**config.mk**
```make
export PLATFORM = sky130hd
export DESIGN_NAME = sensio_top
export DESIGN_NICKNAME = d
export VERILOG_FILES = /design/src/sensio_pkg.sv /design/src/sensio_cmd_deser.sv /design/src/sensio_decode.sv /design/src/sensio_ctrl_regs.sv /design/src/sensio_hact_regen.sv /design/src/sensio_status_gen.sv /design/src/sensio_top.sv
export SDC_FILE = /design/constraint.sdc
export NUM_CORES = 1
export LEC_CHECK = 0
export BUFFER_PORTS_ARGS = -buffer_cell sky130_fd_sc_hd__buf_2
export CELL_PAD_IN_SITES_DETAIL_PLACEMENT = 1
export CELL_PAD_IN_SITES_GLOBAL_PLACEMENT = 2
export CORE_ASPECT_RATIO = 0.75
export CORE_UTILIZATION = 46
export CTS_CLUSTER_DIAMETER = 80
export DETAILED_ROUTE_END_ITERATION = 16
export MAX_ROUTING_LAYER = met4
export PLACE_DENSITY_LB_ADDON = 0.15
export SLEW_MARGIN = 10
export SYNTH_ARGS = -nofsm -noshare
export SYNTH_HDL_FRONTEND = slang
export SYNTH_SLANG_ARGS = --single-unit
```
**constraint.sdc**
```tcl
create_clock -name mclk -period 3.7 [get_ports mclk]
set_input_delay 0.555 -clock mclk [delete_from_list [all_inputs] [get_ports mclk]]
set_output_delay 0.555 -clock mclk [all_outputs]
set_load 0.005 [all_outputs]
```
**src/sensio_pkg.sv**
```systemverilog
// Shared constants of the sensor port control path.
// Control and JTAG fields are bit pairs: value at the listed position,
// enable one bit above it. Enable 0 keeps the register unchanged.
`default_nettype none

package sensio_pkg;

    // command port
    localparam int CMD_BYTES     = 6;  // AL, AH, D0..D3
    localparam int CMD_ADDR_BITS = 16;
    localparam int LOC_ADDR_BITS = 3;  // offset inside the sensor block
    localparam int DATA_BITS     = 32;

    // local register offsets, 4..7 unused
    localparam logic [LOC_ADDR_BITS-1:0] SENSIO_CTRL   = 3'd0;
    localparam logic [LOC_ADDR_BITS-1:0] SENSIO_STATUS = 3'd1;
    localparam logic [LOC_ADDR_BITS-1:0] SENSIO_JTAG   = 3'd2;
    localparam logic [LOC_ADDR_BITS-1:0] SENSIO_WIDTH  = 3'd3;

    // control word value bits
    localparam int CTRL_MRST = 0;
    localparam int CTRL_ARST = 2;
    localparam int CTRL_ARO  = 4;

    // JTAG word value bits
    localparam int JTAG_PGMEN = 8;
    localparam int JTAG_PROG  = 6;
    localparam int JTAG_TCK   = 4;
    localparam int JTAG_TMS   = 2;
    localparam int JTAG_TDI   = 0;

    // status packet
    localparam int STATUS_PAYLOAD_BITS = 6;
    localparam int STATUS_SEQ_BITS     = 6;  // mode sits right above the sequence
    localparam logic [1:0] STATUS_MODE_AUTO = 2'd3;  // resend on payload change
    localparam logic [1:0] STATUS_MODE_ONCE = 2'd2;  // 0 and 1 are stopped

endpackage

`default_nettype wire

```
**src/sensio_cmd_deser.sv**
```systemverilog
// Six-byte serial command receiver: AL, AH, then D0..D3 LSB first.
// cmd_stb_i marks the first byte, the rest follow back to back.
// Commands must be at least CMD_BYTES cycles apart.
`timescale 1ns/1ns
`default_nettype none

module sensio_cmd_deser #(
    parameter logic [sensio_pkg::CMD_ADDR_BITS-1:0] SENSIO_ADDR      = 'h330,
    parameter logic [sensio_pkg::CMD_ADDR_BITS-1:0] SENSIO_ADDR_MASK = 'h7f8
) (
    input  logic                                 mclk,
    input  logic                                 rst_i,
    input  logic [7:0]                           cmd_ad_i,
    input  logic                                 cmd_stb_i,
    output logic [sensio_pkg::LOC_ADDR_BITS-1:0] cmd_addr_o,
    output logic [sensio_pkg::DATA_BITS-1:0]     cmd_data_o,
    output logic                                 cmd_we_o
);

    localparam int SR_BITS  = 8 * sensio_pkg::CMD_BYTES;
    localparam int POS_BITS = $clog2(sensio_pkg::CMD_BYTES);
    localparam logic [POS_BITS-1:0] LAST_POS = POS_BITS'(sensio_pkg::CMD_BYTES - 1);

    logic [SR_BITS-1:0]                   sr;        // newest byte enters at the top
    logic [POS_BITS-1:0]                  pos_r;     // byte position, 0 when idle
    logic                                 last_r;    // all bytes are in
    logic [sensio_pkg::CMD_ADDR_BITS-1:0] full_addr;
    logic                                 addr_hit;

    assign full_addr = sr[sensio_pkg::CMD_ADDR_BITS-1:0];
    assign addr_hit  = ((full_addr ^ SENSIO_ADDR) & SENSIO_ADDR_MASK) == '0;

    always_ff @(posedge mclk) begin
        if (cmd_stb_i || pos_r != '0) begin
            sr <= {cmd_ad_i, sr[SR_BITS-1:8]};  // shift right, LSB byte ends lowest
        end
        if (last_r) begin  // hold words through the write pulse
            cmd_addr_o <= full_addr[sensio_pkg::LOC_ADDR_BITS-1:0];
            cmd_data_o <= sr[SR_BITS-1:sensio_pkg::CMD_ADDR_BITS];
        end
    end

    always_ff @(posedge mclk or posedge rst_i) begin
        if (rst_i) begin
            pos_r    <= '0;
            last_r   <= 1'b0;
            cmd_we_o <= 1'b0;
        end else begin
            last_r   <= (pos_r == LAST_POS);
            cmd_we_o <= last_r && addr_hit;  // foreign commands are dropped here
            if (cmd_stb_i) begin
                pos_r <= POS_BITS'(1);  // first byte taken with the strobe
            end else if (pos_r == LAST_POS) begin
                pos_r <= '0;
            end else if (pos_r != '0) begin
                pos_r <= pos_r + 1'b1;
            end
        end
    end

endmodule

`default_nettype wire

```
**src/sensio_decode.sv**
```systemverilog
// Register write decode: latches the command word and issues one
// single-cycle strobe per write, one cycle after cmd_we_i.
// Offsets 4..7 are ignored.
`timescale 1ns/1ns
`default_nettype none

module sensio_decode (
    input  logic                                 mclk,
    input  logic                                 rst_i,
    input  logic [sensio_pkg::LOC_ADDR_BITS-1:0] cmd_addr_i,
    input  logic [sensio_pkg::DATA_BITS-1:0]     cmd_data_i,
    input  logic                                 cmd_we_i,
    output logic [sensio_pkg::DATA_BITS-1:0]     data_o,
    output logic                                 set_ctrl_o,
    output logic                                 set_jtag_o,
    output logic                                 set_width_o,
    output logic                                 set_status_o
);

    always_ff @(posedge mclk) begin
        if (cmd_we_i) begin
            data_o <= cmd_data_i;  // shared by all register blocks
        end
    end

    always_ff @(posedge mclk or posedge rst_i) begin
        if (rst_i) begin
            set_ctrl_o   <= 1'b0;
            set_jtag_o   <= 1'b0;
            set_width_o  <= 1'b0;
            set_status_o <= 1'b0;
        end else begin
            set_ctrl_o   <= cmd_we_i && (cmd_addr_i == sensio_pkg::SENSIO_CTRL);
            set_jtag_o   <= cmd_we_i && (cmd_addr_i == sensio_pkg::SENSIO_JTAG);
            set_width_o  <= cmd_we_i && (cmd_addr_i == sensio_pkg::SENSIO_WIDTH);
            set_status_o <= cmd_we_i && (cmd_addr_i == sensio_pkg::SENSIO_STATUS);
        end
    end

endmodule

`default_nettype wire

```
**src/sensio_ctrl_regs.sv**
```systemverilog
// Sensor reset/trigger bits and the bit-banged JTAG port.
// In programming mode (xpgmen) ARO/ARST carry TCK/TMS, MRST turns input
// to read DONE and SENSPGM drives PROG_B. trig_i and senspgm_i must be
// synchronous to mclk.
`timescale 1ns/1ns
`default_nettype none

module sensio_ctrl_regs (
    input  logic                             mclk,
    input  logic                             rst_i,
    input  logic                             set_ctrl_i,
    input  logic                             set_jtag_i,
    input  logic [sensio_pkg::DATA_BITS-1:0] data_i,
    input  logic                             trigger_mode_i,  // 0 = free running
    input  logic                             trig_i,
    input  logic                             senspgm_i,       // SENSPGM pin level
    output logic                             aro_o,
    output logic                             arst_o,
    output logic                             mrst_o,
    output logic                             mrst_oe_o,
    output logic                             senspgm_o,
    output logic                             senspgm_oe_o,
    output logic                             tdi_o,
    output logic                             tdi_oe_o,
    output logic                             xpgmen_o,
    output logic                             force_senspgm_o
);

    logic imrst;
    logic iarst;
    logic aro_soft;
    logic xpgmen;
    logic prog;      // PROG_B level before inversion
    logic tck;
    logic tms;
    logic tdi;
    logic xpgmen_d;  // for falling edge of xpgmen
    logic force_senspgm;

    always_ff @(posedge mclk or posedge rst_i) begin
        if (rst_i) begin
            imrst         <= 1'b0;
            iarst         <= 1'b0;
            aro_soft      <= 1'b0;
            xpgmen        <= 1'b0;
            prog          <= 1'b0;
            tck           <= 1'b0;
            tms           <= 1'b0;
            tdi           <= 1'b0;
            xpgmen_d      <= 1'b0;
            force_senspgm <= 1'b0;
        end else begin
            // control word, each value bit guarded by the bit above it
            if (set_ctrl_i && data_i[sensio_pkg::CTRL_MRST+1]) imrst <= data_i[sensio_pkg::CTRL_MRST];
            if (set_ctrl_i && data_i[sensio_pkg::CTRL_ARST+1]) iarst <= data_i[sensio_pkg::CTRL_ARST];
            if (set_ctrl_i && data_i[sensio_pkg::CTRL_ARO+1]) aro_soft <= data_i[sensio_pkg::CTRL_ARO];
            // JTAG word
            if (set_jtag_i && data_i[sensio_pkg::JTAG_PGMEN+1]) xpgmen <= data_i[sensio_pkg::JTAG_PGMEN];
            if (set_jtag_i && data_i[sensio_pkg::JTAG_PROG+1]) prog <= data_i[sensio_pkg::JTAG_PROG];
            if (set_jtag_i && data_i[sensio_pkg::JTAG_TCK+1]) tck <= data_i[sensio_pkg::JTAG_TCK];
            if (set_jtag_i && data_i[sensio_pkg::JTAG_TMS+1]) tms <= data_i[sensio_pkg::JTAG_TMS];
            if (set_jtag_i && data_i[sensio_pkg::JTAG_TDI+1]) tdi <= data_i[sensio_pkg::JTAG_TDI];
            xpgmen_d <= xpgmen;
            if (xpgmen_d && !xpgmen) begin
                force_senspgm <= senspgm_i;  // probe pin once programming ends
            end
        end
    end

    // pin multiplexing
    assign aro_o     = xpgmen ? tck : (trigger_mode_i ? ~trig_i : aro_soft);
    assign arst_o    = xpgmen ? tms : iarst;
    assign mrst_o    = imrst;
    assign mrst_oe_o = ~xpgmen;  // released to read DONE
    assign tdi_o     = tdi;
    assign tdi_oe_o  = xpgmen;

    assign senspgm_o    = xpgmen ? ~prog : force_senspgm;
    assign senspgm_oe_o = xpgmen | force_senspgm;

    assign xpgmen_o        = xpgmen;
    assign force_senspgm_o = force_senspgm;

endmodule

`default_nettype wire

```
**src/sensio_hact_regen.sv**
```systemverilog
// HACT pass-through or regeneration at a fixed line width.
// Width 0 follows hact_i; width N > 0 gives N-cycle pulses per rising
// edge. hact_i must be synchronous to mclk. Follow mode after reset.
`timescale 1ns/1ns
`default_nettype none

module sensio_hact_regen #(
    parameter int LINE_WIDTH_BITS = 16
) (
    input  logic                             mclk,
    input  logic                             rst_i,
    input  logic                             set_width_i,
    input  logic [sensio_pkg::DATA_BITS-1:0] data_i,
    input  logic                             hact_i,
    output logic                             hact_o
);

    logic [LINE_WIDTH_BITS-1:0] width_m1_r;  // line width minus one
    logic                       regen_r;     // cleared when width is zero
    logic [LINE_WIDTH_BITS-1:0] cntr_r;
    logic                       hact_r;      // registered input
    logic                       hact_d;
    logic                       hact_rise;
    logic                       line_end;

    assign hact_rise = hact_r && !hact_d;
    assign line_end  = regen_r ? (cntr_r == '0) : !hact_r;

    always_ff @(posedge mclk or posedge rst_i) begin
        if (rst_i) begin
            width_m1_r <= '0;
            regen_r    <= 1'b0;
            cntr_r     <= '0;
            hact_r     <= 1'b0;
            hact_d     <= 1'b0;
            hact_o     <= 1'b0;
        end else begin
            if (set_width_i) begin
                width_m1_r <= data_i[LINE_WIDTH_BITS-1:0] - 1'b1;
                regen_r    <= |data_i[LINE_WIDTH_BITS-1:0];
            end
            hact_r <= hact_i;
            hact_d <= hact_r;
            if (hact_rise) begin
                hact_o <= 1'b1;
                cntr_r <= width_m1_r;  // a new edge restarts the line
            end else begin
                if (line_end) hact_o <= 1'b0;
                if (hact_o && cntr_r != '0) cntr_r <= cntr_r - 1'b1;
            end
        end
    end

endmodule

`default_nettype wire

```
**src/sensio_status_gen.sv**
```systemverilog
// Status packet source: STATUS_REG_ADDR, {seq, payload[1:0]},
// {4'b0, payload[5:2]}. Payload is captured on status_start_i, which
// may come any time after status_rq_o rises. Control word: seq in
// the low bits, 2-bit mode right above.
`timescale 1ns/1ns
`default_nettype none

module sensio_status_gen #(
    parameter logic [7:0] STATUS_REG_ADDR = 'h31
) (
    input  logic                                       mclk,
    input  logic                                       rst_i,
    input  logic                                       set_status_i,
    input  logic [sensio_pkg::DATA_BITS-1:0]           data_i,
    input  logic [sensio_pkg::STATUS_PAYLOAD_BITS-1:0] status_i,
    input  logic                                       status_start_i,
    output logic [7:0]                                 status_ad_o,
    output logic                                       status_rq_o
);

    localparam int SEQ_BITS = sensio_pkg::STATUS_SEQ_BITS;
    localparam int PL_BITS  = sensio_pkg::STATUS_PAYLOAD_BITS;

    logic [1:0]          mode_r;
    logic [SEQ_BITS-1:0] seq_r;
    logic [PL_BITS-1:0]  sent_r;   // payload of the last packet
    logic [1:0]          phase_r;  // bytes 1 and 2 after start
    logic [1:0]          wr_mode;
    logic                changed;

    assign wr_mode = data_i[SEQ_BITS +: 2];
    assign changed = (mode_r == sensio_pkg::STATUS_MODE_AUTO) && (status_i != sent_r);

    always_ff @(posedge mclk or posedge rst_i) begin
        if (rst_i) begin
            mode_r      <= '0;
            seq_r       <= '0;
            sent_r      <= '0;
            phase_r     <= '0;
            status_rq_o <= 1'b0;
        end else begin
            if (set_status_i) begin
                mode_r <= wr_mode;
                seq_r  <= data_i[SEQ_BITS-1:0];
            end
            phase_r <= {phase_r[0], status_start_i};
            if (status_start_i) begin
                sent_r      <= status_i;  // snapshot for bytes 1, 2 and change detect
                status_rq_o <= 1'b0;
            end else if (set_status_i) begin
                status_rq_o <= (wr_mode == sensio_pkg::STATUS_MODE_ONCE) ||
                               (wr_mode == sensio_pkg::STATUS_MODE_AUTO);  // stop drops it
            end else if (changed) begin
                status_rq_o <= 1'b1;
            end
        end
    end

    always_comb begin
        if (status_start_i) begin
            status_ad_o = STATUS_REG_ADDR;
        end else if (phase_r[0]) begin
            status_ad_o = {seq_r, sent_r[1:0]};
        end else if (phase_r[1]) begin
            status_ad_o = 8'(sent_r[PL_BITS-1:2]);  // upper nibble zero
        end else begin
            status_ad_o = '0;
        end
    end

endmodule

`default_nettype wire

```
**src/sensio_top.sv**
```systemverilog
// Control path of the 12-bit parallel sensor port, all on mclk.
// Pad inputs, hact_i and trig_i must already be synchronous to mclk.
// Register pins change 3 cycles after the last command byte.
`timescale 1ns/1ns
`default_nettype none

module sensio_top #(
    parameter logic [sensio_pkg::CMD_ADDR_BITS-1:0] SENSIO_ADDR      = 'h330,
    parameter logic [sensio_pkg::CMD_ADDR_BITS-1:0] SENSIO_ADDR_MASK = 'h7f8,
    parameter int                                   LINE_WIDTH_BITS  = 16,
    parameter logic [7:0]                           STATUS_REG_ADDR  = 'h31
) (
    input  logic       mclk,
    input  logic       rst_i,
    input  logic [7:0] cmd_ad_i,
    input  logic       cmd_stb_i,
    input  logic       status_start_i,
    input  logic       trigger_mode_i,
    input  logic       trig_i,
    input  logic       hact_i,
    input  logic       mrst_i,     // MRST pad, DONE in programming mode
    input  logic       senspgm_i,
    input  logic       tdo_i,
    output logic [7:0] status_ad_o,
    output logic       status_rq_o,
    output logic       aro_o,
    output logic       arst_o,
    output logic       mrst_o,
    output logic       mrst_oe_o,
    output logic       senspgm_o,
    output logic       senspgm_oe_o,
    output logic       tdi_o,
    output logic       tdi_oe_o,
    output logic       hact_o
);

    logic [sensio_pkg::LOC_ADDR_BITS-1:0]       cmd_addr;
    logic [sensio_pkg::DATA_BITS-1:0]           cmd_data;
    logic                                       cmd_we;
    logic [sensio_pkg::DATA_BITS-1:0]           data_r;
    logic                                       set_ctrl;
    logic                                       set_jtag;
    logic                                       set_width;
    logic                                       set_status;
    logic                                       xpgmen;
    logic                                       force_senspgm;
    logic [sensio_pkg::STATUS_PAYLOAD_BITS-1:0] status;

    assign status = {xpgmen, force_senspgm, hact_o, mrst_i, tdo_i, senspgm_i};

    sensio_cmd_deser #(
        .SENSIO_ADDR      (SENSIO_ADDR),
        .SENSIO_ADDR_MASK (SENSIO_ADDR_MASK)
    ) cmd_deser_i (
        .mclk       (mclk),
        .rst_i      (rst_i),
        .cmd_ad_i   (cmd_ad_i),
        .cmd_stb_i  (cmd_stb_i),
        .cmd_addr_o (cmd_addr),
        .cmd_data_o (cmd_data),
        .cmd_we_o   (cmd_we)
    );

    sensio_decode decode_i (
        .mclk         (mclk),
        .rst_i        (rst_i),
        .cmd_addr_i   (cmd_addr),
        .cmd_data_i   (cmd_data),
        .cmd_we_i     (cmd_we),
        .data_o       (data_r),
        .set_ctrl_o   (set_ctrl),
        .set_jtag_o   (set_jtag),
        .set_width_o  (set_width),
        .set_status_o (set_status)
    );

    sensio_ctrl_regs ctrl_regs_i (
        .mclk            (mclk),
        .rst_i           (rst_i),
        .set_ctrl_i      (set_ctrl),
        .set_jtag_i      (set_jtag),
        .data_i          (data_r),
        .trigger_mode_i  (trigger_mode_i),
        .trig_i          (trig_i),
        .senspgm_i       (senspgm_i),
        .aro_o           (aro_o),
        .arst_o          (arst_o),
        .mrst_o          (mrst_o),
        .mrst_oe_o       (mrst_oe_o),
        .senspgm_o       (senspgm_o),
        .senspgm_oe_o    (senspgm_oe_o),
        .tdi_o           (tdi_o),
        .tdi_oe_o        (tdi_oe_o),
        .xpgmen_o        (xpgmen),
        .force_senspgm_o (force_senspgm)
    );

    sensio_hact_regen #(
        .LINE_WIDTH_BITS (LINE_WIDTH_BITS)
    ) hact_regen_i (
        .mclk        (mclk),
        .rst_i       (rst_i),
        .set_width_i (set_width),
        .data_i      (data_r),
        .hact_i      (hact_i),
        .hact_o      (hact_o)
    );

    sensio_status_gen #(
        .STATUS_REG_ADDR (STATUS_REG_ADDR)
    ) status_gen_i (
        .mclk           (mclk),
        .rst_i          (rst_i),
        .set_status_i   (set_status),
        .data_i         (data_r),
        .status_i       (status),
        .status_start_i (status_start_i),
        .status_ad_o    (status_ad_o),
        .status_rq_o    (status_rq_o)
    );

endmodule

`default_nettype wire

```
### After elaboration in Yosys (flattened, before gate mapping)

Index checks and enable logic that the tools add are counted.

* reduce and logical (&&, ||, !) cells: 32
* shifts and indexed selects: 0
* $add $sub $neg: 3
* magnitude comparators: 0
* mux-type cells: 18
* bitwise operators: 5
* equality and inequality tests: 8
* divide/modulo/power cells: 0
* multiply operators: 0

Operators by type and width (count)
* 16-bit logical NOT: 2
* 16-bit two-way mux: 2
* 16-bit by 1-bit subtractor with 16-bit output, second input constant: 2
* 1-bit logical AND: 17
* 8-bit two-way mux: 2
* 16-bit nonzero test: 1
* 16-bit OR reduction: 1
* 1-bit two-way mux: 10
* 3-bit two-way mux: 3
* 3-bit nonzero test: 3
* 2-bit == test, second input constant: 3
* 3-bit by 2-bit == test with 1-bit output, second input constant: 2
* 6-bit inequality test: 1
* 4-bit two-way mux: 1
* 4-bit inverter: 1
* 2-bit nonzero test: 2
* 3-bit by 1-bit adder with 3-bit output, second input constant: 1
* 3-bit by 1-bit == test with 1-bit output, second input constant: 1
* 3-bit == test, second input constant: 1
* 1-bit logical NOT: 3
* 3-bit logical NOT: 1
* 1-bit inverter: 3
* 1-bit logical OR: 2
* 1-bit OR: 1

* input bits: 18
* ROM bits: 0
* memories: 0
* bits in writable memories: 0
* logic and storage cells: 98
* latch bits: 0
* output and inout bits: 18
* register bits after elaboration: 155

### Logic depth before layout (Yosys ltp)

Gate-level depths: netlist (run 1).

* word-level depth: 5
* mapped depth: 6

### Cells and area by module

Synthesis (run 1) repeated with hierarchy kept, for this count alone.

* cells, all modules: 471
* area, all modules: 7223.2 µm²

By module, submodules not included
* sensio_cmd_deser: instances 1, cells each 103, sequential area each 2617.5 µm², area an instance 2717.6 µm²
* sensio_hact_regen: instances 1, cells each 226, sequential area each 900.9 µm², area an instance 2102.0 µm²
* sensio_decode: instances 1, cells each 41, sequential area each 1061.0 µm², area an instance 1114.8 µm²
* sensio_status_gen: instances 1, cells each 62, sequential area each 425.4 µm², area an instance 825.8 µm²
* sensio_ctrl_regs: instances 1, cells each 39, sequential area each 250.2 µm², area an instance 462.9 µm²

### Worst setup path before layout (run 1)

OpenSTA, ideal clock, no wires.

* kind: register -> register
* start: register hact_regen_i.cntr_r[2]
* end: register hact_regen_i.cntr_r[11]
* period minus slack after synthesis: 2.194 ns
* stages on the path, launching flop included: 7
* setup slack: 1.506 ns
* arrival: 2.112 ns
* path through: dfrtp_1 -> or4_1 -> buf_2 -> or4_1 -> buf_2 -> a311o_1 -> a31oi_1

* cells in the longest elaborated chain, start to end: 3
* elaborated cells on any way between the ends: 6
* classes of those cells: add/sub (1); mux (2); reduce/logical (3)

Ends and longest elaborated chain
* from (decl): RTL line sensio_hact_regen.sv:20 `logic [LINE_WIDTH_BITS-1:0] cntr_r;`
* from (signal assigned): RTL line sensio_hact_regen.sv:46 `cntr_r <= width_m1_r;`
* from (signal assigned): RTL line sensio_hact_regen.sv:49 `if (hact_o && cntr_r != '0) cntr_r <= cntr_r - 1'b1;`
* 16-bit by 1-bit subtractor with 16-bit output / 16-bit nonzero test (equally long branches): RTL line sensio_hact_regen.sv:49
* 16-bit two-way mux / 1-bit logical AND (equally long branches): RTL line sensio_hact_regen.sv:49
* 16-bit two-way mux / 2-bit nonzero test (equally long branches)

Several ways; a longest one is shown, not always the timed one. The select of a mux whose other input is x is not followed.
A chain may end at the register's enable or synchronous reset.

### Final worst setup path (run 1)

* start: register decode_i.data_o[0] in the netlist's numbering
* end: register hact_regen_i.width_m1_r[10]

* cells in the longest elaborated chain, start to end: 1

Ends and longest elaborated chain
* from (decl): RTL line sensio_decode.sv:13 `output logic [sensio_pkg::DATA_BITS-1:0] data_o,`
* from (signal assigned): RTL line sensio_decode.sv:22 `data_o <= cmd_data_i;`
* 16-bit by 1-bit subtractor with 16-bit output: RTL line sensio_hact_regen.sv:39 `width_m1_r <= data_i[LINE_WIDTH_BITS-1:0] - 1'b1;`
* to (signal assigned): RTL line sensio_hact_regen.sv:39
* to (decl): RTL line sensio_hact_regen.sv:18 `logic [LINE_WIDTH_BITS-1:0] width_m1_r;`

Every way passes these cells.

==> results of run 1 <==
## flip-flops by register name, summed over array words and instances, names as in the netlist, 6 cells and up
signal,flops
decode_i.data_o,16
hact_regen_i.width_m1_r,16
status_gen_i.seq_r,6
hact_regen_i.cntr_r,16
cmd_deser_i.cmd_data_o,16
cmd_deser_i.sr,48
status_gen_i.sent_r,6
## cell type report
cell class / count / area share
Tap cell: 166 / 0.02948
Timing Repair Buffer: 39 / 0.02912
Clock inverter: 15 / 0.02859
Sequential cell: 155 / 0.6095
Inverter: 9 / 0.004795
Multi-Input combinational cell: 255 / 0.2381
Clock buffer: 17 / 0.06038
## critical path: stages, from the launching register on
cell and delay, ps:
edfxtp_1 440, inv_1 170, ha_1 230, or4b_2 720, or3b_2 500, xor2_1 170
a21oi_1 90
## cells in the final DEF (no fill, tap or decap), types with 9 or more instances in the layout
cell type  instances
clkbuf_16         17
buf_2             35
a31oi_1            9
edfxtp_1          83
a21oi_1           20
mux2_2            23
xnor2_1           10
dfrtp_1           72
nand2_1           28
nor2_1            46
nand3_1           10
## kinds of logic (layout without fill, tap and decap cells)
kind of cell,after synthesis,count (layout),share of synthesized area
mux,29,29,0.05253
fa+ha+maj,3,3,0.006181
xor+xnor,18,18,0.02596
flops,155,155,0.7070
simple gates,144,144,0.1253
compound gates,61,61,0.06592
buf+inv,27,80,0.01710
## power breakdown
part / internal, µW / switching (µW) / leakage [µW]
clock: 937 / 848 / 0.000303
combinational: 94.5 / 149 / 0.000799
sequential: 1990 / 102 / 0.00177
## worst max-delay path by stage
| stage | startpoint | endpoint | slack (ps) | depth (start not counted) |
|---|---|---|---|---|
| after global routing | decode_i.data_o[6] | hact_regen_i.width_m1_r[15] | 1060 | 4 |
| after floorplan | rst_i | cmd_deser_i.cmd_we_o | 1320 | 1 |
| after global placement | decode_i.data_o[0] | hact_regen_i.width_m1_r[10] | 1380 | 6 |
| final | decode_i.data_o[0] | hact_regen_i.width_m1_r[10] | 1210 | 6 |
| after detailed placement | decode_i.data_o[0] | hact_regen_i.width_m1_r[10] | 1220 | 6 |
| after CTS | decode_i.data_o[0] | hact_regen_i.width_m1_r[10] | 1210 | 6 |
## metrics by stage
stage | cells | hold WS [ps]
2_1_floorplan | 437 | 351.9
3_3_place_gp | 624 | 392.6
3_5_place_dp | 624 | 406.4
4_1_cts | 656 | 209.1
5_1_grt | 656 | 217.3
6_report | 656 | 230.6
## per-layer routing
metal	track usage	up-vias	wire length [µm]
met5	-	-	0
met4	0.07347	0	127
met3	0.05155	13	427
met2	0.3148	65	5838
met1	0.2824	1892	6069
li1	-	1704	-
==> impl_metrics.yaml, run 1 <==
status:
  status: "complete, no violations"
logic_synthesis:
  yosysTopAreaCell: "edfxtp_1"
  syn_inst: 437
  synth_top_cells_by_count: "edfxtp_1, dfrtp_1, nor2_1"
  synthArstFlopShare: 0.4645
  synth.area.top_cells: "edfxtp_1, dfrtp_1, mux2_2"
  ys_seq_area_frac: 0.7070
  syn_nets: 458
  synth_edf_count: 83
  synth_warnings: 0
  netlist_area_um2: 6073
  synthFlopType: "edfxtp_1"
  yosysTopAreaCellShare: 0.4104
  synth_most_common_cell: "edfxtp_1"
  syn_avg_cell_area_um2: 13.90
  ys_types: 49
  ys_seq_elements: 155
detailed_routing:
  wl_per_cell_um: 19.00
  vias: 3674
  postRouteAntennaNets: 0
  firstDrtPassIters: 4
  drt_iter0_markers: 263
  wirelength_um: 12460
  post-route-drc-count: 0
  avgViaCountPerCell: 5.601
final_layout:
  area_growth_syn_to_layout_pct: 16.01
  fin_area_um2: 7046
  fillCellCount: 1221
  ff_latch_area_um2: 4294
  drive_above_1_share: 0.2122
  final_nets: 498
  multi_input_area_um2: 1678
  utilization: 0.5606
  diodes: 0
timing:
  setup_viol: 0
  tightest_slew_ps: 1070
  slew_violations: 0
  tns_ps: 0
  slew_headroom: 0.2842
  timing.fmax_mhz: 401.3
  fin_worst_skew_ps: 13.39
  post-route-period-util: 0.6735
  min_period_ps: 2492
  setup_ws_ps: 1208
  finalHoldViolCount: 0
  rsz0062_at_grt: "no"
die:
  fp.dieArea_um2: 13670
  die_h_um: 101.5
  initial_core_util: 0.4832
  row_count: 35
  io_pins: 36
  fp.dieW_um: 134.7
  core_um2: 12570
place:
  dpl.hpwl_um: 8296
  place_ws_ps: 1220
  place.gp.congestion: 0.7656
  io_buffer_count: 35
  place_area_um2: 6419
global_route:
  grt_overflow_total: 0
  grtUsageTotal: 0.2106
  grt_pass1_wl_um: 20310
  grt_start_max_net_pins: 49
  first_global_vias: 3782
  antenna_found_initial: 0
setup_path:
  path_max_fanout: 6
  critPathLaunchType: "register"
  reg2regPathDepth: 6
  worstReg2RegEnd: "hact_regen_i.width_m1_r[10]"
  crit_path_end_kind: "register"
  regToRegSetupSlack_ps: 1210
  criticalPathCategory: "reg -> reg"
  worst_ep_required_time_ps: 3950
  worstReg2RegStart: "decode_i.data_o[0]"
  crit_arrival_ps: 2750
clocking:
  postCtsHoldBufs: 0
  cts_buffer_depth: 2
  clk_pin_slew_ps: 80
  cts_sinks: 155
  cts_tree: "done"
  cts_inserted_buffers: 17
  worstSkewPairLatency_ps: 430
  post_cts_buffers: 0
  ctsResizeCount: 0
  htreeDepth: 4
  cts-root-buf: "clkbuf_16"
hold_path:
  holdPathEnd: "hact_regen_i.hact_r"
  hp-class: "in -> reg"
  hold_depth: 1
  hold_start: "hact_i"
pwr:
  ir_drop_uv: 332.4
  p_leak_uw: 0.002874
  power_uw: 4116
  powerDensity_nw_per_um2: 584.3
run:
  drv_cap: 0
Note: power is estimated with default switching activity, not from simulation.
==> run 2, diff against run 1 <==
Settings changed: ABC_AREA set to 1, CORE_UTILIZATION 46 to 40.
Clock period 3.7 ns to 2.59 ns, I/O delays scaled along.
==> impl_metrics.yaml, run 2 <==
die:
  fp.dieW_um: 147.3
  fp.dieArea_um2: 16350
  die_h_um: 111.0
  initial_core_util: 0.4120
  core_um2: 15370
  io_pins: 36
  row_count: 39
timing:
  fin_worst_skew_ps: 6.506
  setup_ws_ps: 610.5
  tns_ps: 0
  timing.fmax_mhz: 505.2
  min_period_ps: 1980
  tightest_slew_ps: 766.9
  slew_headroom: 0.4888
  post-route-period-util: 0.7643
  rsz0062_at_grt: "no"
  setup_viol: 0
  finalHoldViolCount: 0
  slew_violations: 0
logic_synthesis:
  synth_xor_area_frac: 0.01659
  synth.area.top_cells: "edfxtp_1, dfrtp_1, nand2_1"
  synth-simple-area-share: 0.1863
  ys_seq_area_frac: 0.6780
  synth_edf_count: 83
  yosys-mux-area-fraction: 0
  yosysTopAreaCellShare: 0.3935
  syn_avg_cell_area_um2: 10.96
  synth_fa_ha_area_frac: 0.005927
  synthArstFlopShare: 0.4645
  ys_seq_elements: 155
  synth_top_cells_by_count: "nand2_1, edfxtp_1, dfrtp_1"
  ys_types: 36
  netlist_area_um2: 6334
  syn_nets: 599
  synth_compound_area_frac: 0.06736
  syn_inst: 578
  synthFlopType: "edfxtp_1"
  yosysTopAreaCell: "edfxtp_1"
  synth_top_family_by_area: "simple AND/OR/NAND/NOR gates"
  synth_most_common_cell: "nand2_1"
  synth_warnings: 0
clocking:
  cts-root-buf: "clkbuf_16"
  clk_pin_slew_ps: 70
  cts_buffer_depth: 2
  post_cts_buffers: 0
  cts_inserted_buffers: 17
  postCtsHoldBufs: 0
  ctsResizeCount: 0
  cts_tree: "done"
  htreeDepth: 4
  cts_sinks: 155
  worstSkewPairLatency_ps: 430
place:
  place.gp.congestion: 0.7903
  place_ws_ps: 845.5
  io_buffer_count: 35
  dpl.hpwl_um: 9552
setup_path:
  slowest_delay_ps: 570
  crit_path_end_kind: "output port"
  critPathLaunchType: "register"
  path_cells: "inv_1 > nand2_1 > a21boi_0 > buf_2"
  path_max_fanout: 9
  worst_ep_required_time_ps: 2200
  crit_arrival_ps: 1590
  reg2regPathDepth: 10
  criticalPathCategory: "reg -> out"
  cp_slowest_cell: "dfrtp_1"
final_layout:
  largest_register: "cmd_deser_i.sr"
  final_cell_mix: "nand2_1, edfxtp_1, dfrtp_1, inv_1, nand3_1"
  final_nets: 646
  diodes: 0
  largest_reg_flops: 48
  final_common_cell: "nand2_1"
  area_growth_syn_to_layout_pct: 16.57
  drive_above_1_share: 0.1677
pwr:
  ir_drop_uv: 562.1
  p_leak_uw: 0.003217
  powerDensity_nw_per_um2: 922.1
global_route:
  grtUsageTotal: 0.1883
  grt_start_max_net_pins: 73
  grt_overflow_total: 0
  antenna_found_initial: 0
  grt_pass1_wl_um: 22740
  first_global_vias: 4397
detailed_routing:
  firstDrtPassIters: 4
  postRouteAntennaNets: 0
  post-route-drc-count: 0
  wl_per_cell_um: 15.98
  vias: 4172
  drt_iter0_markers: 141
  wirelength_um: 13470
  avgViaCountPerCell: 4.949
status:
  status: "complete, no violations"
run:
  drv_cap: 0
hold_path:
  hp-class: "in -> async"
## run 2: stage by stage
stage,utilization,power (µW),instance area (µm²),std cells,hold slack (ps)
CTS,0.4803,6895,7383,843,42.51
global placement,0.4400,4230,6764,811,392.1
detailed placement,0.4400,4282,6764,811,405.2
global route,0.4803,7164,7383,843,48.24
floorplan,-,3962,6334,578,366.9
finish,0.4803,6808,7383,843,41.17
## run 2: routing by layer
metal / GRT usage / wire length (µm)
met2: 0.2855 / 6305
met1: 0.2470 / 6596
met5: - / 0
met3: 0.05350 / 451
met4: 0.05361 / 114
## run 2: final timing paths
kind                                        start                 endpoint  slack [ps]
min in group mclk                          hact_i      hact_regen_i.hact_r          70
setup reg to reg           hact_regen_i.cntr_r[0]   hact_regen_i.cntr_r[7]         860
max in group asynchronous                   rst_i  hact_regen_i.cntr_r[10]        2240
hold / removal                              rst_i   hact_regen_i.cntr_r[0]          40
setup / recovery             ctrl_regs_i.tdi_oe_o                senspgm_o         610
hold reg to reg                 cmd_deser_i.sr[6]     cmd_deser_i.cmd_we_o         420
## run 2: critical path, delay by kind of cell (launching register included)
kind,cells,cell delay (ps)
AND/OR/NAND/NOR,1,120
buffers and inverters,2,320
flip-flops,1,570
AO/OA/AOI/OAI,1,160
## run 2: logic make-up (layout without fill, tap and decap cells)
group           count (synthesis)  in the layout
simple gates                  257            257
xor+xnor                       12             12
fa+ha+maj                       3              3
flops                         155            155
buf+inv                        75            135
compound gates                 76             76
## run 2: layout make-up
| type | instances | area (µm²) |
|---|---|---|
| clock buffers | 18 | 429.2 |
| multi-input cells | 348 | 1752 |
| inverters | 63 | 236.5 |
| clock inverters | 14 | 190.2 |
| flip-flops and latches | 155 | 4294 |
| well taps | 205 | 256.5 |
| repair buffers | 40 | 225.2 |
| fillers | 1687 | 7988 |
## run 2: where the power goes
part	switching [µW]	internal (µW)	total, µW
logic	737	371	1110
clock network	1110	1480	2590
registers	212	2900	3110
total	2060	4750	6810
